**src/design/tile_settings.svh**
```systemverilog
/*
 * Tile data path settings
 * Bus widths, address map, L1 bank geometry and response depth
 */

`ifndef TILE_SETTINGS_SVH
`define TILE_SETTINGS_SVH

// Core data port widths
`define TILE_ADDR_W      32
`define TILE_DATA_W      32

// L1 scratchpad window, 4 KiB
`define TILE_L1_BASE     32'h1000_0000
`define TILE_L1_END      32'h1000_0FFF

// External L2 window behind the AXI4-Lite master
`define TILE_L2_BASE     32'h8000_0000
`define TILE_L2_END      32'h8FFF_FFFF

// Word-interleaved banks
`define TILE_N_BANKS     4
`define TILE_BANK_WORDS  256

// Responses allowed in flight on the core port
`define TILE_MAX_OUT     2

`endif

```
**src/design/tile_mem_pkg.sv**
```systemverilog
/*
 * Tile memory package
 * Data path types shared by the decoder, scratchpad, bridge and merger
 */

`default_nettype none

`include "tile_settings.svh"

package tile_mem_pkg;

  typedef logic [`TILE_ADDR_W-1:0]              addr_t;      // Byte address
  typedef logic [`TILE_DATA_W-1:0]              data_t;      // Data word
  typedef logic [`TILE_DATA_W/8-1:0]            strb_t;      // Byte enables
  typedef logic [$clog2(`TILE_N_BANKS)-1:0]     bank_idx_t;  // Bank select, addr[3:2]
  typedef logic [$clog2(`TILE_BANK_WORDS)-1:0]  row_t;       // Row in a bank, addr[11:4]

  typedef enum logic [1:0] {
    TGT_L1   = 2'd0,  // Local scratchpad
    TGT_L2   = 2'd1,  // External memory over AXI4-Lite
    TGT_NONE = 2'd2   // Unmapped, answered with an error
  } target_e;

endpackage

`default_nettype wire

```
**src/design/tile_data_decode.sv**
```systemverilog
/*
 * Core data port decoder
 * Picks the target from the address map and grants requests
 */

`default_nettype none
`timescale 1ns/100ps

`include "tile_settings.svh"

module tile_data_decode (
  input  wire logic                  clk_i,
  input  wire logic                  rstn_i,
  input  wire logic                  tile_enable_i,
  input  wire logic                  req_i,
  input  wire tile_mem_pkg::addr_t   addr_i,
  input  wire logic                  issue_ok_i,
  input  wire logic                  l2_ready_i,
  output      logic                  gnt_o,
  output      tile_mem_pkg::target_e dec_target_o,
  output      logic                  dec_valid_o,
  output      logic                  l1_req_o,
  output      logic                  l2_req_o
);

  logic                  en_q;         // Registered tile enable
  logic                  hit_l1;
  logic                  hit_l2;
  logic                  target_free;  // Chosen target can take a request now
  tile_mem_pkg::target_e target;

  always_ff @(posedge clk_i or negedge rstn_i) begin
    if (!rstn_i) en_q <= 1'b0;
    else         en_q <= tile_enable_i;
  end

  assign hit_l1 = (addr_i >= `TILE_L1_BASE) && (addr_i <= `TILE_L1_END);
  assign hit_l2 = (addr_i >= `TILE_L2_BASE) && (addr_i <= `TILE_L2_END);

  always_comb begin
    if (hit_l1)      target = tile_mem_pkg::TGT_L1;
    else if (hit_l2) target = tile_mem_pkg::TGT_L2;
    else             target = tile_mem_pkg::TGT_NONE;  // Error response from the merger
  end

  assign target_free = (target != tile_mem_pkg::TGT_L2) || l2_ready_i;  // Bridge takes one at a time

  assign gnt_o        = req_i && en_q && issue_ok_i && target_free;
  assign dec_valid_o  = gnt_o;  // Merger books every granted request
  assign dec_target_o = target;
  assign l1_req_o     = gnt_o && (target == tile_mem_pkg::TGT_L1);
  assign l2_req_o     = gnt_o && (target == tile_mem_pkg::TGT_L2);

endmodule

`default_nettype wire

```
**config.mk**
```make
export PLATFORM = sky130hd
export DESIGN_NAME = tile_data_decode
export DESIGN_NICKNAME = d
export VERILOG_FILES = /design/src/design/tile_mem_pkg.sv /design/src/design/tile_data_decode.sv
export VERILOG_INCLUDE_DIRS = /design/src /design/src/design
export SDC_FILE = /design/constraint.sdc
export NUM_CORES = 1
export LEC_CHECK = 0
export ABC_AREA = 1
export BUFFER_PORTS_ARGS = -buffer_cell sky130_fd_sc_hd__clkbuf_2
export CAP_MARGIN = 25
export CORE_AREA = 2 2 39 41
export CTS_CLUSTER_SIZE = 8
export DETAILED_ROUTE_END_ITERATION = 12
export DIE_AREA = 0 0 41 43
export HOLD_SLACK_MARGIN = 0.05
export SLEW_MARGIN = 20
export SYNTH_ARGS = -nofsm -noshare
export SYNTH_HDL_FRONTEND = slang
export SYNTH_SLANG_ARGS = --single-unit
```
**constraint.sdc**
```tcl
create_clock -name clk_i -period 1.1 [get_ports clk_i]
set_clock_uncertainty 0.2 [all_clocks]
set_input_delay 0.055 -clock clk_i [delete_from_list [all_inputs] [get_ports clk_i]]
set_output_delay 0.055 -clock clk_i [all_outputs]
set_load 0.05 [all_outputs]
```
==> results.md <==
| Result | Reported | Unit |
|:---|:---|:---|
| Syn-to-layout area delta | 173 | % |
| Run status | complete, but fails checks | - |
| Die area | 1760 | µm² |
| Max Cap Viol | 0 | - |
| Detailed-route via count | 294 | - |
| Site Rows | 14 | - |
| Net total in the final layout | 103 | - |
| Worst-path maximum fanout | 2 | - |
| Die X-Extent | 41 | µm |
| Buffers inserted by post-CTS timing repair | 0 | - |
| Clock transition at the registers of the reported paths | 0 | ps |
| Total global routing track utilization | 0.0681 | - |
| Sum of routed wire length over all layers | 578 | µm |
| Antenna Nets Post-Route | 0 | - |
| Iteration count of the initial detailed-routing pass | 1 | - |
| CP Class | input port to output port | - |
| P_leak | 0.240 | nW |
| Syn Area/Cell | 5.09 | µm² |
| Number of cells after detailed placement | 77 | - |
| Hold violation count in the final report | 0 | - |
| Final non-filler cell total | 79 | - |
| Worst min-delay path class | input port to asynchronous set/reset pin | - |
| Hpwl dp | 499 | µm |
| Global placement routability congestion | 0.574 | - |
| Placeable core region | 1380 | µm² |
| Post-Synthesis Cell Area | 158 | µm² |
| Crit start category | input port | - |
| Layout cells sized above 1 | 0.683 | - |
| Number of global-route vias before repair | 279 | - |
| Post-Synthesis Net Count | 69 | - |
| Worst max-slew margin expressed relative to the limit | 0.816 | - |
| Final-report max-slew violation count | 0 | - |
| Crit share post-route | 1.02 | - |
| Netlist cell types | 11 | - |
| Total negative slack | -23.9 | ps |
| Post-layout worst setup margin | -19.5 | ps |
| Vertical die dimension | 43 | µm |
| Number of DRC markers in iteration 0 | 0 | - |
| Fmax achieved | 0.893 | GHz |
| Ratio of total power to cell area | 359 | nW/µm² |
| Transition at the pin with the smallest max-transition slack | 277 | ps |
| Number of antenna violations at the first check in global routing | 0 | - |
| N_diodes | 0 | - |
| RSZ-0062 raised after global routing | true | - |
| Average via count per standard cell | 3.72 | - |
| Syn. warnings | 0 | - |
| Final setup violation count | 2 | - |
| Most frequent standard cell in the layout excluding fill and tap cells | sky130_fd_sc_hd__clkbuf_2 | - |
| Largest reg by FF count | en_q | - |
| Overall power after layout | 0.000154 | W |
| Number of filler instances in the final layout | 156 | - |
| Flip-flop count of the largest register after layout | 1 | - |
| Worst supply voltage drop on vdd | 133 | µV |
| Violated checks | negative setup slack | - |
| Maximum number of pins on one net before global-route repair | 5 | - |
| Largest regs | en_q: 1 flops | - |
| Number of port buffers | 31 | - |
| Commonest cells after routing, fill and taps aside | sky130_fd_sc_hd__clkbuf_2, sky130_fd_sc_hd__nor2_1, sky130_fd_sc_hd__nand2_1, sky130_fd_sc_hd__nor2_2, sky130_fd_sc_hd__inv_2 | - |
| Area used by sequential logic in the layout | 25.0 | µm² |
| Worst endpoint required time | 840 | ps |
| Sequential area share after synthesis | 0.159 | - |
| Global-route wire length before repair | 883 | µm |
| Routed wire per std cell | 7.32 | µm |
| Flops & latches, synth | 1 | - |
| CP arrival | 860 | ps |
| DRC violations left | 0 | - |
| Clock period minus worst slack | 1120 | ps |
| Starting density of the core | 0.114 | - |
| Number of top-level pins | 44 | - |
| GR Overflow Total | 0 | - |
| Footprint of the multi-input gates | 145 | µm² |
| Type of element capturing the critical path | output port | - |
| Number of instances in the synthesized netlist | 31 | - |
==> critical path, stage by stage <==
cell and delay, ps:
sky130_fd_sc_hd__clkbuf_2 100, sky130_fd_sc_hd__nor2_4 140, sky130_fd_sc_hd__nand2_1 80, sky130_fd_sc_hd__nor2_2 70
sky130_fd_sc_hd__nand3_1 120, sky130_fd_sc_hd__nor2_2 140, sky130_fd_sc_hd__buf_8 160
==> power breakdown <==
part | switching, W | leakage, nW | internal, W
clock network | 0 | 0 | 0
registers | 0.000000405 | 0.0117 | 0.0000393
logic | 0.0000538 | 0.228 | 0.0000608
total | 0.0000542 | 0.240 | 0.000100
==> metal layers <==
layer	vias up	part of all wire	GRT usage
li1	155	-	-
met3	0	0.11	0.0105
met4	0	0	0
met5	-	0	0
met2	13	0.65	0.178
met1	126	0.25	0.0287
==> layout make-up <==
type,instances,area share
timing repair buffer,33,0.523
multi-input combinational,25,0.337
sequential,1,0.0581
tap,16,0.0465
inverter,4,0.0349
==> Yosys cell counts, drive strengths merged <==
cell    n  share of area
nand2   7           0.17
buf     1          0.048
nand3   1          0.032
nor2   14           0.37
and3    1          0.040
dfrtp   1           0.16
or2     1          0.040
inv     4          0.095
o21ai   1          0.056
==> worst max-delay path by stage <==
stage	start	to	slack (ps)
after floorplan	en_q	gnt_o	-280
after global placement	addr_i[30]	gnt_o	-100
after detailed placement	addr_i[30]	dec_valid_o	-110
after CTS	addr_i[12]	l1_req_o	-20
after global routing	addr_i[12]	l1_req_o	-70
final	addr_i[30]	l1_req_o	-20
==> metrics by stage <==
| step | setup WS (ps) | hold slack [ps] | util | instance area [µm²] |
|---|---|---|---|---|
| floorplan | -276 | -441 | - | 163 |
| global placement | -102 | -370 | 0.239 | 330 |
| detailed placement | -112 | -368 | 0.239 | 330 |
| CTS | -18.4 | 172 | 0.297 | 410 |
| global route | -66.6 | 194 | 0.311 | 430 |
| finish | -19.5 | 171 | 0.311 | 430 |
==> kinds of logic (layout without fill, tap and decap cells) <==
kind of cell           count (synthesis)  after routing  share of synthesized area
AOI/OAI and AO/OA                      1              1                     0.0556
DFF                                    1              1                      0.159
buffers and inverters                  5             37                      0.143
and+or+nand+nor                       24             24                      0.643
==> timing repair <==
item | 4_1_cts | 5_1_grt
hold buffers | 2 | 0
endpoints found under the setup margin | 5 | 5
endpoints found under the hold margin | 2 | 0
gates resized for setup | 15 | 8
pin swaps | 4 | 3
Note: power is estimated with default switching activity, not from simulation.
