--- src/design/tile_settings.svh ---
/*
 * Tile data path settings
 * Bus widths, address map, L1 bank geometry and response depth
 */

`ifndef TILE_SETTINGS_SVH
`define TILE_SETTINGS_SVH

// Core data port widths
`define TILE_ADDR_W      32
`define TILE_DATA_W      32

// L1 scratchpad window, 4 KiB
`define TILE_L1_BASE     32'h1000_0000
`define TILE_L1_END      32'h1000_0FFF

// External L2 window behind the AXI4-Lite master
`define TILE_L2_BASE     32'h8000_0000
`define TILE_L2_END      32'h8FFF_FFFF

// Word-interleaved banks
`define TILE_N_BANKS     4
`define TILE_BANK_WORDS  256

// Responses allowed in flight on the core port
`define TILE_MAX_OUT     2

`endif

--- src/design/tile_mem_pkg.sv ---
/*
 * Tile memory package
 * Data path types shared by the decoder, scratchpad, bridge and merger
 */

`default_nettype none

`include "tile_settings.svh"

package tile_mem_pkg;

  typedef logic [`TILE_ADDR_W-1:0]              addr_t;      // Byte address
  typedef logic [`TILE_DATA_W-1:0]              data_t;      // Data word
  typedef logic [`TILE_DATA_W/8-1:0]            strb_t;      // Byte enables
  typedef logic [$clog2(`TILE_N_BANKS)-1:0]     bank_idx_t;  // Bank select, addr[3:2]
  typedef logic [$clog2(`TILE_BANK_WORDS)-1:0]  row_t;       // Row in a bank, addr[11:4]

  typedef enum logic [1:0] {
    TGT_L1   = 2'd0,  // Local scratchpad
    TGT_L2   = 2'd1,  // External memory over AXI4-Lite
    TGT_NONE = 2'd2   // Unmapped, answered with an error
  } target_e;

endpackage

`default_nettype wire

--- src/design/tile_rsp_merge.sv ---
/*
 * Response merger
 * Keeps responses in request order and drives the core response port
 */

`default_nettype none
`timescale 1ns/100ps

`include "tile_settings.svh"

module tile_rsp_merge (
  input  wire logic                  clk_i,
  input  wire logic                  rstn_i,
  input  wire logic                  dec_valid_i,
  input  wire tile_mem_pkg::target_e dec_target_i,
  input  wire logic                  l1_rvalid_i,
  input  wire tile_mem_pkg::data_t   l1_rdata_i,
  input  wire logic                  l2_rvalid_i,
  input  wire tile_mem_pkg::data_t   l2_rdata_i,
  input  wire logic                  l2_err_i,
  output      logic                  issue_ok_o,
  output      logic                  rvalid_o,
  output      tile_mem_pkg::data_t   rdata_o,
  output      logic                  err_o
);

  localparam int CNT_W = $clog2(`TILE_MAX_OUT + 1);

  logic [CNT_W-1:0]      cnt_q;   // Responses in flight
  tile_mem_pkg::target_e tgt_q;   // Target of those responses
  logic                  none_q;  // Unmapped request answered this cycle

  // Same target only, so targets never overtake each other
  assign issue_ok_o = (cnt_q < CNT_W'(`TILE_MAX_OUT))
                      && ((cnt_q == '0) || (dec_target_i == tgt_q));

  always_ff @(posedge clk_i or negedge rstn_i) begin
    if (!rstn_i) begin
      cnt_q  <= '0;
      tgt_q  <= tile_mem_pkg::TGT_NONE;
      none_q <= 1'b0;
    end else begin
      case ({dec_valid_i, rvalid_o})
        2'b10:   cnt_q <= cnt_q + 1'b1;
        2'b01:   cnt_q <= cnt_q - 1'b1;
        default: cnt_q <= cnt_q;  // Issue and retire cancel out
      endcase
      if (dec_valid_i) tgt_q <= dec_target_i;
      none_q <= dec_valid_i && (dec_target_i == tile_mem_pkg::TGT_NONE);
    end
  end

  // At most one source answers in a cycle
  assign rvalid_o = l1_rvalid_i || l2_rvalid_i || none_q;

  always_comb begin
    if (l2_rvalid_i)      rdata_o = l2_rdata_i;
    else if (l1_rvalid_i) rdata_o = l1_rdata_i;
    else                  rdata_o = '0;  // Unmapped and idle read as zero
  end

  assign err_o = (l2_rvalid_i && l2_err_i) || none_q;

endmodule

`default_nettype wire

--- config.mk ---
export PLATFORM = sky130hd
export DESIGN_NAME = tile_rsp_merge
export DESIGN_NICKNAME = d
export VERILOG_FILES = /design/src/design/tile_mem_pkg.sv /design/src/design/tile_rsp_merge.sv
export VERILOG_INCLUDE_DIRS = /design/src /design/src/design
export SDC_FILE = /design/constraint.sdc
export NUM_CORES = 1
export LEC_CHECK = 0
export ABC_AREA = 1
export BUFFER_PORTS_ARGS = -buffer_cell sky130_fd_sc_hd__buf_2
export CORE_MARGIN = 10
export CORE_UTILIZATION = 29
export DETAILED_ROUTE_END_ITERATION = 16
export PLACE_DENSITY = 0.77
export SLEW_MARGIN = 20
export SYNTH_ARGS = -nofsm -noshare
export SYNTH_HDL_FRONTEND = slang
export SYNTH_SLANG_ARGS = --single-unit
--- constraint.sdc ---
create_clock -name clk_i -period 1.01 [get_ports clk_i]
set_clock_uncertainty 0.05 [all_clocks]
set_input_delay 0.202 -clock clk_i [delete_from_list [all_inputs] [get_ports clk_i]]
set_output_delay 0.202 -clock clk_i [all_outputs]
set_load 0.02 [all_outputs]
==> results_dict.tcl, run 1 <==
set metrics [dict create \
    avgSynthCellArea_sq_um 5.84 \
    wl_per_cell_um 17.4 \
    grt_start_max_net_pins 17 \
    grt_usage_pct 14.0 \
    ir_drop_mv 1.03 \
    grt.overflow.total 0 \
    drc_errors 0 \
    final_core_util_pct 82.1 \
    post_dp_cell_area_sq_mm 0.00140 \
    drv_cap 0 \
    p_leak_nw 1.20 \
    layout_setup_ws_ns -0.426 \
    drv_slew 0 \
    wirelength_um 5120 \
    first_global_vias 1328 \
    htree_levels 1 \
    maxSlewHeadroom_pct 86.9 \
    fp.dieH_um 74.2 \
    swShare_pct 42.9 \
    holdCritStartpoint "dec_target_i[1]" \
    final_nets 337 \
    comb_power_share_pct 68.7 \
    max_freq_ghz 0.696 \
    critPathArrivalTime_ns 1.18 \
    vias 1424 \
    portBuffers 106 \
    dr.pass1.iters 4 \
    start_kind "flip-flop" \
    multi_input_area_sq_um 892 \
    initial_core_util_pct 30.7 \
    status "complete, but fails checks" \
    fin_crit_ns 1.44 \
    synthTopCellsByArea "nand2_1, nand3_1, dfrtp_1" \
    grt_pass1_wl_um 6280 \
    cts_buffer_depth 2 \
    stdcell_area_sq_mm 0.00228 \
    netlist_area_sq_um 853 \
    post-cts-setup-buffers 0 \
    cts_buffers 3 \
    max_slew.worst_pin.slew_ns 0.196 \
    antenna_found_initial 0 \
    gp_routability_congestion 0.785 \
    ant_nets 0 \
    final_hold_viol_count 0 \
    critical_path_class "flip-flop to output port" \
    hold_class "input pin to flip-flop" \
    tritoncts "done" \
    cellInternalPower_mw 1.04 \
    synth.top_cell.area_share_pct 34.8 \
    clock_sink_count 5 \
    reg2reg_slack_ns -0.15 \
    synth_area_leader_cell "nand2_1" \
    whs_path_depth 3 \
    fillers 193 \
    whs_endpoint "none_q$_DFF_PN0_" \
    p_per_area_mw_per_mm2 796 \
    syn_nets 219 \
    ys_seq_area_share_pct 14.8 \
    p_clk_share_pct 13.7 \
    r2r-end "cnt_q[1]$_DFFE_PN0P_" \
    sequentialPowerShare_pct 17.7 \
    violations "negative setup slack" \
    r2r_cells 6 \
    period_share_pct 142 \
    r2r_start "none_q$_DFF_PN0_" \
    hpwl_um 2960 \
    crit_required_ns 0.76 \
    cp-end-kind "output port" \
    rsz0062_at_grt "yes" \
    antenna_cells 0 \
    layout-area-overhead-vs-synth_pct 167 \
    path_max_fanout 2 \
    setup_tns_ns -1.29 \
    ys_warn_count 0 \
    io_pins 107 \
    layout-drive-gt1-share_pct 76.8 \
    clockRootBuffer "clkbuf_4" \
    core-area_sq_mm 0.00278 \
    setup_viol 19 \
    insertion_delay_ns 0.26 \
    synth.distinct_cells 17 \
    die-width_um 74.2 \
    die_area_sq_mm 0.00551 \
    synth-seq-cells 5 \
    postSynthCellCount 146 \
    first_iter_violations 64 \
    via_per_inst 4.84 \
    path_clk_slew_ns 0.05 \
    regArea_sq_um 126 \
    p_switching_uw 779 \
    rows 19 \
]
## final cells by class
class | instances | area share, %
Clock buffer | 4 | 1.15
Inverter | 9 | 2.63
Multi-Input combinational cell | 121 | 39.1
Sequential cell | 5 | 5.54
Tap cell | 31 | 1.70
Timing Repair Buffer | 121 | 47.4
Timing Repair inverter | 3 | 2.52
## routing by layer
layer	part of all wire (%)	track usage, %	vias up
met5	0	0	-
met4	1.3	3.66	0
met3	9.2	5.72	8
met2	56	27.0	55
met1	34	13.4	661
li1	-	-	700
## cell usage after synthesis, drive strengths merged
cell type	n
nand2	79
nand3	33
buf	11
inv	9
dfrtp	4
nor2	2
o21ai	2
a21oi	1
dfstp	1
ha	1
nand4	1
or2	1
xnor2	1
## state kept, by name (all words and copies together) (netlist names)
name	count
none_q	1
tgt_q	2
cnt_q	2
## power by group through the flow
stage	sequential (mW)	combinational, mW	clock, mW
2_1_floorplan	0.311	0.507	0
3_3_place_gp	0.323	0.775	0
3_5_place_dp	0.323	0.785	0
4_1_cts	0.322	0.993	0.251
5_1_grt	0.330	1.34	0.267
6_report	0.321	1.25	0.248
## stage by stage
step / worst slack [ns] / power (mW) / instances / hold slack, ns
6_report: -0.426 / 1.82 / 294 / 0.157
5_1_grt: -0.508 / 1.93 / 294 / 0.160
4_1_cts: -0.428 / 1.57 / 288 / 0.159
3_5_place_dp: -0.228 / 1.11 / 278 / -0.0265
3_3_place_gp: -0.209 / 1.10 / 278 / -0.0275
2_1_floorplan: -0.272 / 0.818 / 146 / -0.144
## placed cells by master, fill, tap and decap left out, types with 3 or more instances in the layout
cell | Yosys | final
nand3_4 | 0 | 7
buf_2 | 0 | 69
clkbuf_16 | 0 | 4
buf_4 | 4 | 4
dfrtp_1 | 4 | 4
inv_1 | 8 | 7
clkbuf_4 | 0 | 3
buf_12 | 1 | 3
buf_16 | 0 | 5
nand2_1 | 79 | 41
buf_6 | 6 | 34
nand3_2 | 10 | 25
nand2_2 | 0 | 31
nand2_4 | 0 | 7
## worst max-delay path, cell delays in order, from the launching register on
cell and delay (ns):
dfstp_2 0.52, nand2_1 0.05, nand2_1 0.06, nand2_2 0.06, a21oi_4 0.12, buf_6 0.13
## worst max path at each step
stage / startpoint / to / slack, ns / cells past startpoint
after CTS: tgt_q[1]$_DFFE_PN1P_ / issue_ok_o / -0.43 / 5
after floorplan: l1_rvalid_i / cnt_q[1]$_DFFE_PN0P_ / -0.27 / 8
after global placement: l2_rvalid_i / rdata_o[18] / -0.21 / 5
final: tgt_q[1]$_DFFE_PN1P_ / issue_ok_o / -0.43 / 5
after detailed placement: l2_rvalid_i / rdata_o[0] / -0.23 / 5
after global routing: tgt_q[1]$_DFFE_PN1P_ / issue_ok_o / -0.51 / 5
## cell families after synthesis
family	Yosys count	share of synthesized area (%)
simple gates	116	62.3
buf+inv	20	18.6
flops	5	14.8
compound gates	3	1.76
xor+xnor	1	1.03
fa+ha+maj	1	1.47
## timing repair
item                                    4_1_cts  5_1_grt
gates resized for setup                      66      105
endpoints found under the setup margin       37       36
cloned                                        5        6
endpoints found under the hold margin         5        0
pin swaps                                     3       16
hold buffers                                  1        0
No activity file was read; power rests on OpenSTA's default activity.
==> inputs of run 2 (changes only) <==
- BUFFER_PORTS_ARGS: -buffer_cell sky130_fd_sc_hd__buf_2 -> -buffer_cell sky130_fd_sc_hd__buf_4
==> results_dict.tcl, run 2 (synthesis gave the netlist of run 1 again) <==
set metrics [dict create \
    status "complete, but fails checks" \
    violations "negative setup slack" \
    clock_sink_count 5 \
    r2r_cells 6 \
    via_per_inst 4.84 \
    grt.overflow.total 0 \
    fp.dieH_um 74.2 \
    gp_routability_congestion 0.710 \
    ant_nets 0 \
    crit_slowest_cell "dfstp_2" \
    rows 19 \
    portBuffers 106 \
    post-cts-setup-buffers 0 \
    max_freq_ghz 0.698 \
    grt_pass1_wl_um 6360 \
    crit_required_ns 0.76 \
    cp-end-kind "output port" \
    p_switching_uw 769 \
    fin_crit_ns 1.43 \
    critPathArrivalTime_ns 1.18 \
    die-width_um 74.2 \
    tritoncts "done" \
    dr.pass1.iters 4 \
    stdcell_area_sq_mm 0.00236 \
    hold_class "input pin to flip-flop" \
    period_share_pct 142 \
    comb_power_share_pct 69.4 \
    path_max_fanout 2 \
    r2r_start "none_q$_DFF_PN0_" \
    rsz0062_at_grt "yes" \
    worstPathCellList "inv_1, nand2_1, nand2_1, nand2_2, a21oi_4, buf_6" \
    vias 1417 \
    critical_path_class "flip-flop to output port" \
    cts_buffer_depth 2 \
    post_dp_cell_area_sq_mm 0.00167 \
    clockRootBuffer "clkbuf_4" \
    final_hold_viol_count 0 \
    layout_setup_ws_ns -0.423 \
    final_cell_mix "buf_4, nand2_1, buf_6, nand3_2, nand2_2" \
    layout-drive-gt1-share_pct 76.0 \
    swShare_pct 41.2 \
    max_slew.worst_pin.slew_ns 0.224 \
    final_common_cell "buf_4" \
    cp-startpoint "tgt_q[1]$_DFFE_PN1P_" \
    path_clk_slew_ns 0.04 \
    first_global_vias 1316 \
    insertion_delay_ns 0.25 \
    setup_viol 15 \
    cts_buffers 3 \
    layout-area-overhead-vs-synth_pct 177 \
    cellInternalPower_mw 1.10 \
    p_clk_share_pct 12.9 \
    wirelength_um 5450 \
    grt_usage_pct 14.4 \
    p_per_area_mw_per_mm2 789 \
    ir_drop_mv 1.10 \
    drv_slew 0 \
    crit_end "issue_ok_o" \
    hpwl_um 3180 \
    fillers 159 \
    htree_levels 1 \
    sequentialPowerShare_pct 17.7 \
    start_kind "flip-flop" \
    maxSlewHeadroom_pct 85.1 \
    die_area_sq_mm 0.00551 \
    critical_path.top_delay_family "flip-flops" \
    reg2reg_slack_ns -0.21 \
    r2r-end "cnt_q[1]$_DFFE_PN0P_" \
    antenna_cells 0 \
    slowest_delay_ns 0.52 \
    cp.depth 6 \
    drv_cap 0 \
    initial_core_util_pct 30.7 \
    wl_per_cell_um 18.6 \
    drc_errors 0 \
    cp.buffers_inverters 2 \
    p_leak_nw 1.23 \
    reg_top3 "cnt_q: 2 flops, tgt_q: 2 flops, none_q: 1 flops" \
    first_iter_violations 51 \
    core-area_sq_mm 0.00278 \
    antenna_found_initial 0 \
    final_nets 336 \
    cp_common_cell "nand2_1" \
    io_pins 107 \
    grt_start_max_net_pins 17 \
    holdWs_ns 0.158 \
]
==> run 2: cell count changes in the layout (fill, tap and decap cells not counted), sizes merged <==
cell / before / now
inv: 10 / 8
clkbuf: 8 / 7
clkinv: 2 / 4
==> run 2: repair_timing <==
item                                    4_1_cts  5_1_grt
gates cloned                                  5        5
hold buffers                                  1        0
pin swaps                                     3       16
endpoints found under the hold margin         5        0
endpoints found under the setup margin       37       35
resized for setup                            23       99
==> run 2: worst register-to-register path: cells and delay by family (launching register included) <==
family / cells / cell delay (ns)
adders and majority gates: 1 / 0.16
DFF: 1 / 0.37
and+or+nand+nor: 4 / 0.45
buffers and inverters: 1 / 0.09
==> run 2: layer usage <==
metal | share of wire, % | wire, um | GRT usage [%]
met1 | 32 | 1720 | 14.2
met5 | 0 | 0 | 0
met2 | 58 | 3170 | 26.9
met3 | 9.4 | 513 | 7.05
met4 | 0.90 | 49 | 2.64
==> run 2: layout make-up <==
| type | instances | area [sq um] | share of cell area (%) |
|---|---|---|---|
| Tap cell | 31 | 38.8 | 1.64 |
| Inverter | 9 | 60.1 | 2.54 |
| Sequential cell | 5 | 126 | 5.35 |
| Clock buffer | 4 | 26.3 | 1.11 |
| Timing Repair inverter | 3 | 62.6 | 2.65 |
| Multi-Input combinational cell | 121 | 817 | 34.6 |
| Timing Repair Buffer | 120 | 1230 | 52.1 |
==> run 2: power groups by stage <==
stage / registers, mW / logic (mW) / clock network (mW)
after floorplan: 0.311 / 0.507 / 0
after global placement: 0.326 / 0.927 / 0
after detailed placement: 0.327 / 0.942 / 0
after CTS: 0.325 / 1.06 / 0.249
after global routing: 0.335 / 1.38 / 0.260
final: 0.330 / 1.29 / 0.241
==> run 2: worst min path at each step <==
stage	to	start	cells after the start	slack (ns)
final	none_q$_DFF_PN0_	dec_target_i[0]	3	0.16
after global routing	none_q$_DFF_PN0_	dec_target_i[0]	3	0.16
after CTS	none_q$_DFF_PN0_	dec_target_i[0]	3	0.15
after detailed placement	tgt_q[0]$_DFFE_PN0P_	rstn_i	1	-0.04
after global placement	tgt_q[0]$_DFFE_PN0P_	rstn_i	1	-0.04
after floorplan	cnt_q[0]$_DFFE_PN0P_	rstn_i	0	-0.14
==> run 2: per-stage QoR <==
stage                     utilization, %  setup TNS, ns  std cells  setup WS, ns  power, mW
final                               85.0          -1.11        293        -0.423       1.87
after global routing                85.0          -1.88        293        -0.489       1.98
after CTS                           67.9          -1.01        288        -0.429       1.63
after detailed placement            59.9          -5.11        278        -0.203       1.27
after global placement              59.9          -4.98        278        -0.176       1.25
after floorplan                        -         -0.523        146        -0.272      0.818
