[config.mk]
export PLATFORM = sky130hd
export DESIGN_NAME = l2_axil_bridge
export DESIGN_NICKNAME = d
export VERILOG_FILES = /design/src/design/tile_axi_pkg.sv /design/src/design/tile_mem_pkg.sv /design/src/design/l2_axil_bridge.sv
export VERILOG_INCLUDE_DIRS = /design/src /design/src/design
export SDC_FILE = /design/constraint.sdc
export NUM_CORES = 1
export LEC_CHECK = 0
export BUFFER_PORTS_ARGS = -buffer_cell sky130_fd_sc_hd__buf_4
export CORE_AREA = 5 5 106 108
export DETAILED_ROUTE_END_ITERATION = 16
export DIE_AREA = 0 0 111 113
export GPL_TIMING_DRIVEN = 0
export PLACE_DENSITY = 0.74
export RECOVER_POWER = 25
export SLEW_MARGIN = 20
export SYNTH_ARGS = -nofsm -noshare
export SYNTH_HDL_FRONTEND = slang
export SYNTH_SLANG_ARGS = --single-unit
[constraint.sdc]
create_clock -name clk_i -period 3 [get_ports clk_i]
set_input_delay 0.75 -clock clk_i [delete_from_list [all_inputs] [get_ports clk_i]]
set_output_delay 0.75 -clock clk_i [all_outputs]
set_load 0.02 [all_outputs]
[src/design/tile_settings.svh]
/*
 * Tile data path settings
 * Bus widths, address map, L1 bank geometry and response depth
 */

`ifndef TILE_SETTINGS_SVH
`define TILE_SETTINGS_SVH

// Core data port widths
`define TILE_ADDR_W      32
`define TILE_DATA_W      32

// L1 scratchpad window, 4 KiB
`define TILE_L1_BASE     32'h1000_0000
`define TILE_L1_END      32'h1000_0FFF

// External L2 window behind the AXI4-Lite master
`define TILE_L2_BASE     32'h8000_0000
`define TILE_L2_END      32'h8FFF_FFFF

// Word-interleaved banks
`define TILE_N_BANKS     4
`define TILE_BANK_WORDS  256

// Responses allowed in flight on the core port
`define TILE_MAX_OUT     2

`endif

[src/design/tile_axi_pkg.sv]
/*
 * Tile AXI package
 * AXI4-Lite response codes and the bridge FSM states
 */

`default_nettype none

package tile_axi_pkg;

  typedef enum logic [1:0] {
    OKAY   = 2'b00,
    SLVERR = 2'b10,  // Slave error
    DECERR = 2'b11   // Decode error
  } axi_resp_t;

  typedef enum logic [2:0] {
    IDLE,
    WRITE,       // AW and W in progress
    WRITE_RESP,  // Waiting on B
    READ_ADDR,   // AR in progress
    READ_DATA    // Waiting on R
  } bridge_state_e;

endpackage

`default_nettype wire

[src/design/tile_mem_pkg.sv]
/*
 * Tile memory package
 * Data path types shared by the decoder, scratchpad, bridge and merger
 */

`default_nettype none

`include "tile_settings.svh"

package tile_mem_pkg;

  typedef logic [`TILE_ADDR_W-1:0]              addr_t;      // Byte address
  typedef logic [`TILE_DATA_W-1:0]              data_t;      // Data word
  typedef logic [`TILE_DATA_W/8-1:0]            strb_t;      // Byte enables
  typedef logic [$clog2(`TILE_N_BANKS)-1:0]     bank_idx_t;  // Bank select, addr[3:2]
  typedef logic [$clog2(`TILE_BANK_WORDS)-1:0]  row_t;       // Row in a bank, addr[11:4]

  typedef enum logic [1:0] {
    TGT_L1   = 2'd0,  // Local scratchpad
    TGT_L2   = 2'd1,  // External memory over AXI4-Lite
    TGT_NONE = 2'd2   // Unmapped, answered with an error
  } target_e;

endpackage

`default_nettype wire

[src/design/l2_axil_bridge.sv]
/*
 * L2 AXI4-Lite bridge
 * Turns one core request at a time into an AXI4-Lite transaction
 */

`default_nettype none
`timescale 1ns/100ps

module l2_axil_bridge (
  input  wire logic                    clk_i,
  input  wire logic                    rstn_i,
  input  wire logic                    req_i,
  input  wire tile_mem_pkg::addr_t     addr_i,
  input  wire logic                    we_i,
  input  wire tile_mem_pkg::strb_t     be_i,
  input  wire tile_mem_pkg::data_t     wdata_i,
  output      logic                    ready_o,
  output      logic                    rvalid_o,
  output      tile_mem_pkg::data_t     rdata_o,
  output      logic                    err_o,
  output      tile_mem_pkg::addr_t     m_awaddr_o,
  output      logic                    m_awvalid_o,
  input  wire logic                    m_awready_i,
  output      tile_mem_pkg::data_t     m_wdata_o,
  output      tile_mem_pkg::strb_t     m_wstrb_o,
  output      logic                    m_wvalid_o,
  input  wire logic                    m_wready_i,
  input  wire tile_axi_pkg::axi_resp_t m_bresp_i,
  input  wire logic                    m_bvalid_i,
  output      logic                    m_bready_o,
  output      tile_mem_pkg::addr_t     m_araddr_o,
  output      logic                    m_arvalid_o,
  input  wire logic                    m_arready_i,
  input  wire tile_mem_pkg::data_t     m_rdata_i,
  input  wire tile_axi_pkg::axi_resp_t m_rresp_i,
  input  wire logic                    m_rvalid_i,
  output      logic                    m_rready_o
);

  tile_axi_pkg::bridge_state_e state_q;
  tile_mem_pkg::addr_t         addr_q;   // Latched request
  tile_mem_pkg::data_t         wdata_q;
  tile_mem_pkg::strb_t         be_q;
  logic                        aw_left;  // AW still open after this cycle
  logic                        w_left;

  assign aw_left = m_awvalid_o && !m_awready_i;
  assign w_left  = m_wvalid_o && !m_wready_i;

  always_ff @(posedge clk_i or negedge rstn_i) begin
    if (!rstn_i) begin
      state_q     <= tile_axi_pkg::IDLE;
      m_awvalid_o <= 1'b0;
      m_wvalid_o  <= 1'b0;
      m_arvalid_o <= 1'b0;
      rvalid_o    <= 1'b0;
      err_o       <= 1'b0;
    end else begin
      rvalid_o <= 1'b0;  // Single cycle pulse
      case (state_q)
        tile_axi_pkg::IDLE: begin
          if (req_i && we_i) begin
            m_awvalid_o <= 1'b1;  // AW and W go out together
            m_wvalid_o  <= 1'b1;
            state_q     <= tile_axi_pkg::WRITE;
          end else if (req_i) begin
            m_arvalid_o <= 1'b1;
            state_q     <= tile_axi_pkg::READ_ADDR;
          end
        end
        tile_axi_pkg::WRITE: begin
          m_awvalid_o <= aw_left;  // Each valid drops on its own handshake
          m_wvalid_o  <= w_left;
          if (!aw_left && !w_left) state_q <= tile_axi_pkg::WRITE_RESP;
        end
        tile_axi_pkg::WRITE_RESP: begin
          if (m_bvalid_i) begin
            rvalid_o <= 1'b1;
            err_o    <= (m_bresp_i != tile_axi_pkg::OKAY);
            state_q  <= tile_axi_pkg::IDLE;
          end
        end
        tile_axi_pkg::READ_ADDR: begin
          if (m_arready_i) begin
            m_arvalid_o <= 1'b0;
            state_q     <= tile_axi_pkg::READ_DATA;
          end
        end
        tile_axi_pkg::READ_DATA: begin
          if (m_rvalid_i) begin
            rvalid_o <= 1'b1;
            err_o    <= (m_rresp_i != tile_axi_pkg::OKAY);
            state_q  <= tile_axi_pkg::IDLE;
          end
        end
        default: state_q <= tile_axi_pkg::IDLE;
      endcase
    end
  end

  // Payload, no reset needed
  always_ff @(posedge clk_i) begin
    if (ready_o && req_i) begin
      addr_q  <= addr_i;
      wdata_q <= wdata_i;
      be_q    <= be_i;
    end
    if (state_q == tile_axi_pkg::WRITE_RESP && m_bvalid_i) rdata_o <= '0;  // Write returns zero
    if (state_q == tile_axi_pkg::READ_DATA && m_rvalid_i)  rdata_o <= m_rdata_i;
  end

  assign ready_o    = (state_q == tile_axi_pkg::IDLE);
  assign m_awaddr_o = addr_q;
  assign m_araddr_o = addr_q;
  assign m_wdata_o  = wdata_q;
  assign m_wstrb_o  = be_q;
  assign m_bready_o = (state_q == tile_axi_pkg::WRITE_RESP);  // High for the whole wait
  assign m_rready_o = (state_q == tile_axi_pkg::READ_DATA);

endmodule

`default_nettype wire

==> impl_metrics.env, run 1 <==
export IMPL_outcome="finished clean"
export IMPL_max_freq_mhz=426
export IMPL_netlist_instances=225
export IMPL_grt_util_all_layers=0.166
export IMPL_gr_total_overflow=0
export IMPL_cts_repair_resize_count=0
export IMPL_post_drt_via_cell_ratio=4.38
export IMPL_tritoncts_num_buffers=9
export IMPL_powerDensity_nw_per_um2=807
export IMPL_io_buffer_count=252
export IMPL_highest_layer="met4"
export IMPL_timing_critical_path_to_type="primary output"
export IMPL_path_clk_slew_ps=100
export IMPL_worst_pin_slew_ps=782
export IMPL_timing_final_max_slew_violations=0
export IMPL_multiInputGateArea_sq_um=478
export IMPL_die_w_um=111
export IMPL_number_of_nets_produced_by_synthesis=338
export IMPL_ant_nets=0
export IMPL_timing_final_crit_period_ps=2350
export IMPL_timing_critical_path_fanout_max=10
export IMPL_remaining_drc_errors=0
export IMPL_post_cts_buffers=0
export IMPL_grt_antenna_before_repair=0
export IMPL_final_common_cell="sky130_fd_sc_hd__buf_4"
export IMPL_finalCoreUtilization=0.614
export IMPL_seq_area_frac_synth=0.810
export IMPL_clock_latency_ps=360
export IMPL_vdd_ir_drop_worst_uv=339
export IMPL_place_hpwl_um=8910
export IMPL_dr_pass1_iters=4
export IMPL_floorplan_core_area_sq_um=10100
export IMPL_cts_sinks=108
export IMPL_die_height_um=113
export IMPL_num_fill_cells=797
export IMPL_route_layer_met1_wl_um=3800
export IMPL_ys_warnings_count=0
export IMPL_initial_utilization=0.390
export IMPL_placedInstanceArea_sq_um=6080
export IMPL_timing_final_hold_violations=0
export IMPL_dieArea_sq_um=12500
export IMPL_std_cell_rows=37
export IMPL_metal3_wl_um=1150
export IMPL_io_pins=253
export IMPL_postSynthRegisterBits=108
export IMPL_setup_violations=0
export IMPL_synth_cell_area_sq_um=3950
export IMPL_number_of_nets_in_the_layout=603
export IMPL_routed_via_count=2758
export IMPL_synth_enable_flop_cells=100
export IMPL_insertedDiodeCount=0
export IMPL_drive_above_1_share=0.615
export IMPL_most_frequent_cells_in_the_layout="sky130_fd_sc_hd__buf_4, sky130_fd_sc_hd__edfxtp_1, sky130_fd_sc_hd__clkbuf_4, sky130_fd_sc_hd__and2_1, sky130_fd_sc_hd__nand2_1"
export IMPL_cts_buffer_depth=2
export IMPL_gpl_final_weighted_congestion=0.814
export IMPL_dr_wl_met2_um=5570
export IMPL_syn_to_final_growth_pct=57.5
export IMPL_startpoint_type_of_the_worst_setup_path="register"
export IMPL_root_buffer="sky130_fd_sc_hd__clkbuf_8"
export IMPL_max_cap_violations=0
export IMPL_static_leakage_power_nw=2.72
export IMPL_design_area_sq_um=6230
export IMPL_initialDrtViolationCount=140
export IMPL_synth_top_flop_cell="sky130_fd_sc_hd__edfxtp_1"
export IMPL_criticalPathCategory="reg -> out"
export IMPL_detail_route_wl_per_cell_um=17.2
export IMPL_tritoncts_clock_tree="done"
export IMPL_pin_count_of_the_biggest_net_entering_global_routing=63
export IMPL_period_share=0.782
export IMPL_postSynthAreaPerCell_sq_um=17.6
export IMPL_detail_route_wirelength_um=10800
export IMPL_worst_clock_skew_ps=11.1
export IMPL_grt_pass1_wl_um=15900
export IMPL_cts_hold_buffers_added=0
export IMPL_worst_hold_path_type="in -> async"
export IMPL_rsz0062_at_grt="false"
export IMPL_synth_async_reset_ratio=0.0741
export IMPL_postLayoutSetupSlackWorst_ps=655
export IMPL_worst_hold_slack_ps=313
export IMPL_layout_area_seq_sq_um=3200
export IMPL_htreeDepth=3
export IMPL_cp_data_required_time_ps=2250
export IMPL_dp_worst_setup_slack_ps=1050
export IMPL_synth_cell_types=29
export IMPL_first_global_vias=2802
export IMPL_cp_arrival_ps=1600
export IMPL_max_slew_margin_rel=0.479
export IMPL_setup_total_negative_slack_ps=0
-- path summary, 6_finish.rpt --
| kind | end | slack, ps | cells after the start | from |
|---|---|---|---|---|
| hold / removal | m_awvalid_o | 310 | 1 | rstn_i |
| min in group clk_i | m_awvalid_o | 520 | 2 | m_awvalid_o |
| setup reg to reg | m_araddr_o[25] | 770 | 4 | state_q[1] |
| max in group asynchronous | state_q[0] | 2360 | 1 | rstn_i |
| setup / recovery | m_rready_o | 650 | 4 | state_q[2] |
| hold reg to reg | m_awvalid_o | 520 | 2 | m_awvalid_o |
-- registers in the layout, indices dropped and copies added, names as in the netlist, 3 cells and up --
register	flops
m_wdata_o	32
state_q	3
m_araddr_o	32
m_wstrb_o	4
rdata_o	32
-- layer usage --
layer | global-route usage | up-vias
met5 | 0 | -
met4 | 0.0796 | 0
met3 | 0.0631 | 20
met2 | 0.295 | 171
met1 | 0.175 | 1264
li1 | - | 1303
-- Yosys cell counts (2+ instances only) --
master	number	share of area
sky130_fd_sc_hd__a21oi_1	2	0.0025
sky130_fd_sc_hd__and2_1	33	0.052
sky130_fd_sc_hd__buf_2	2	0.0025
sky130_fd_sc_hd__buf_4	32	0.061
sky130_fd_sc_hd__clkbuf_1	3	0.0028
sky130_fd_sc_hd__dfrtp_1	8	0.051
sky130_fd_sc_hd__edfxtp_1	100	0.76
sky130_fd_sc_hd__inv_1	2	0.0019
sky130_fd_sc_hd__nand2_1	11	0.010
sky130_fd_sc_hd__nand2b_1	3	0.0047
sky130_fd_sc_hd__nand3_1	2	0.0025
sky130_fd_sc_hd__nand3b_1	2	0.0038
sky130_fd_sc_hd__nor2_1	5	0.0047
sky130_fd_sc_hd__nor3_1	3	0.0038
sky130_fd_sc_hd__o21ai_1	3	0.0038
-- stage by stage --
stage | power, mW | std cells
final | 5.03 | 630
after global routing | 5.27 | 630
after CTS | 5.12 | 630
after detailed placement | 4.34 | 615
after global placement | 4.23 | 613
after floorplan | 3.33 | 225
-- layout make-up --
| type | instances | share of cell area |
|---|---|---|
| Sequential cell | 108 | 0.514 |
| Timing Repair Buffer | 254 | 0.311 |
| Multi-Input combinational cell | 77 | 0.0767 |
| Buffer | 38 | 0.0424 |
| Tap cell | 136 | 0.0273 |
| Clock buffer | 10 | 0.0205 |
| Clock inverter | 5 | 0.00623 |
| Inverter | 2 | 0.00121 |
-- cell families (layout without fill, tap and decap cells) --
| logic type | after synthesis | count (layout) | share of synthesized area |
|---|---|---|---|
| AO/OA/AOI/OAI | 9 | 9 | 0.0174 |
| flip-flops | 108 | 108 | 0.810 |
| buffers and inverters | 40 | 309 | 0.0709 |
| AND/OR/NAND/NOR | 66 | 66 | 0.0962 |
| multiplexers | 2 | 2 | 0.00538 |
-- critical path, cell delays in order (launching register included) --
cell and delay (ps):
sky130_fd_sc_hd__dfrtp_1 430, sky130_fd_sc_hd__clkbuf_1 340, sky130_fd_sc_hd__nand2_1 230, sky130_fd_sc_hd__inv_1 100
sky130_fd_sc_hd__buf_4 140
-- where the power goes --
part,internal [mW],switching [mW]
clock network,0.304,0.479
logic,0.859,1.13
registers,2.11,0.143
total,3.27,1.75
(Power assumes the default switching activity.)
==> inputs of run 2 (changes only) <==
==> constraint.sdc (replaced) <==
create_clock -name clk_i -period 2.32 [get_ports clk_i]
set_input_delay 0.58 -clock clk_i [delete_from_list [all_inputs] [get_ports clk_i]]
set_output_delay 0.58 -clock clk_i [all_outputs]
set_load 0.02 [all_outputs]
==> run 2 against run 1 <==
- power is 33% higher
- setup slack got worse by 350 ps
- non-clock buffer count is the same
- critical endpoint unchanged
- via count down 1.3%
- worst hold slack gained 93 ps
- die area unchanged
- clock-buffer cell count decreased by 1
==> impl_metrics.env, run 2 (synthesis results as in run 1) <==
export IMPL_outcome="finished clean"
export IMPL_reg2reg_from="state_q[1]"
export IMPL_post_cts_buffers=0
export IMPL_cts_sinks=108
export IMPL_io_buffer_count=252
export IMPL_timing_final_crit_period_ps=2010
export IMPL_routed_via_count=2723
export IMPL_worst_pin_slew_ps=908
export IMPL_grt_antenna_before_repair=0
export IMPL_ant_nets=0
export IMPL_initial_utilization=0.390
export IMPL_timing_final_max_slew_violations=0
export IMPL_dieArea_sq_um=12500
export IMPL_startpoint_type_of_the_worst_setup_path="register"
export IMPL_detail_route_wirelength_um=10500
export IMPL_static_leakage_power_nw=2.71
export IMPL_initialDrtViolationCount=113
export IMPL_insertedDiodeCount=0
export IMPL_max_slew_margin_rel=0.395
export IMPL_cp_arrival_ps=1430
export IMPL_finalCoreUtilization=0.616
export IMPL_post_drt_via_cell_ratio=4.32
export IMPL_criticalPathCategory="reg -> out"
export IMPL_clock_latency_ps=360
export IMPL_place_hpwl_um=8470
export IMPL_grt_pass1_wl_um=15500
export IMPL_rsz0062_at_grt="false"
export IMPL_remaining_drc_errors=0
export IMPL_worst_clock_skew_ps=18.2
export IMPL_first_global_vias=2806
export IMPL_pin_count_of_the_biggest_net_entering_global_routing=71
export IMPL_worst_hold_path_type="in -> reg"
export IMPL_std_cell_rows=37
export IMPL_instances_no_fill=630
export IMPL_tritoncts_clock_tree="done"
export IMPL_cp_data_required_time_ps=1740
export IMPL_floorplan_core_area_sq_um=10100
export IMPL_setup_total_negative_slack_ps=0
export IMPL_dp_cells=614
export IMPL_cts_buffer_depth=2
export IMPL_placedInstanceArea_sq_um=6050
export IMPL_setup_violations=0
export IMPL_syn_to_final_growth_pct=57.9
export IMPL_detail_route_wl_per_cell_um=16.6
export IMPL_design_area_sq_um=6240
export IMPL_max_cap_violations=0
export IMPL_htreeDepth=3
export IMPL_grt_util_all_layers=0.162
export IMPL_powerDensity_nw_per_um2=1070
export IMPL_max_freq_mhz=497
export IMPL_cp_startpoint="state_q[2]"
export IMPL_die_w_um=111
export IMPL_timing_critical_path_fanout_max=10
export IMPL_vdd_ir_drop_worst_uv=512
export IMPL_root_buffer="sky130_fd_sc_hd__clkbuf_8"
export IMPL_dr_pass1_iters=4
export IMPL_die_height_um=113
export IMPL_gr_total_overflow=0
export IMPL_path_clk_slew_ps=110
export IMPL_io_pins=253
export IMPL_cts_hold_buffers_added=0
export IMPL_number_of_nets_in_the_layout=603
export IMPL_timing_critical_path_to_type="primary output"
export IMPL_gpl_final_weighted_congestion=0.875
export IMPL_cts_repair_resize_count=0
export IMPL_startpoint_of_the_lowest_slack_hold_path="addr_i[22]"
export IMPL_most_frequent_cells_in_the_layout="sky130_fd_sc_hd__buf_4, sky130_fd_sc_hd__edfxtp_1, sky130_fd_sc_hd__clkbuf_4, sky130_fd_sc_hd__and2_1, sky130_fd_sc_hd__clkbuf_1"
export IMPL_drive_above_1_share=0.605
export IMPL_timing_final_hold_violations=0
export IMPL_period_share=0.867
export IMPL_tritoncts_num_buffers=9
export IMPL_final_common_cell="sky130_fd_sc_hd__buf_4"
[run 2: cell count changes in the layout (fill, tap and decap cells not counted), sizes merged]
cell | previous run | this run
buf | 218 | 211
clkbuf | 84 | 89
clkinv | 4 | 1
bufinv | 0 | 2
inv | 3 | 5
dlygate4sd3 | 0 | 1
[run 2: report_power, final]
part	leakage [nW]	total, mW	switching [mW]	internal [mW]
clock network	0.112	1.25	0.636	0.616
logic	1.57	2.51	1.45	1.06
registers	1.03	2.91	0.179	2.74
[run 2: metal layers]
metal / up-vias / global-route usage / part of all wire
met3: 21 / 0.0684 / 0.12
met5: - / 0 / 0
met4: 0 / 0.0657 / 0.026
li1: 1303 / - / -
met2: 181 / 0.283 / 0.51
met1: 1218 / 0.173 / 0.35
[run 2: metrics by stage]
stage	power [mW]	hold slack [ps]	setup slack, ps
2_1_floorplan	4.31	284	68.6
3_3_place_gp	5.46	406	-408
3_5_place_dp	5.56	409	355
4_1_cts	6.81	1.19	302
5_1_grt	7.02	364	188
6_report	6.68	406	309
[run 2: cell type report]
| class | instances | area, sq um |
|---|---|---|
| Inverter | 2 | 7.51 |
| Fill cell | 791 | 3900 |
| Tap cell | 136 | 170 |
| Multi-Input combinational cell | 77 | 473 |
| Clock inverter | 6 | 93.8 |
| Clock buffer | 9 | 124 |
| Timing Repair Buffer | 254 | 1900 |
| Sequential cell | 108 | 3200 |
| Buffer | 38 | 272 |
[run 2: critical path: stages (launching register included)]
cell and delay (ps):
sky130_fd_sc_hd__dfrtp_1 440, sky130_fd_sc_hd__buf_2 240, sky130_fd_sc_hd__nand2_1 170, sky130_fd_sc_hd__inv_1 100, sky130_fd_sc_hd__buf_4 140
[run 2: final timing paths]
kind | end | slack, ps | cells past startpoint
worst max-delay path | m_rready_o | 310 | 4
worst min-delay path | m_araddr_o[22] | 410 | 1
worst max register to register | m_wdata_o[30] | 360 | 3
worst min register to register | m_arvalid_o | 510 | 2
max in group asynchronous | state_q[1] | 1310 | 2
min in group asynchronous | rvalid_o | 680 | 2
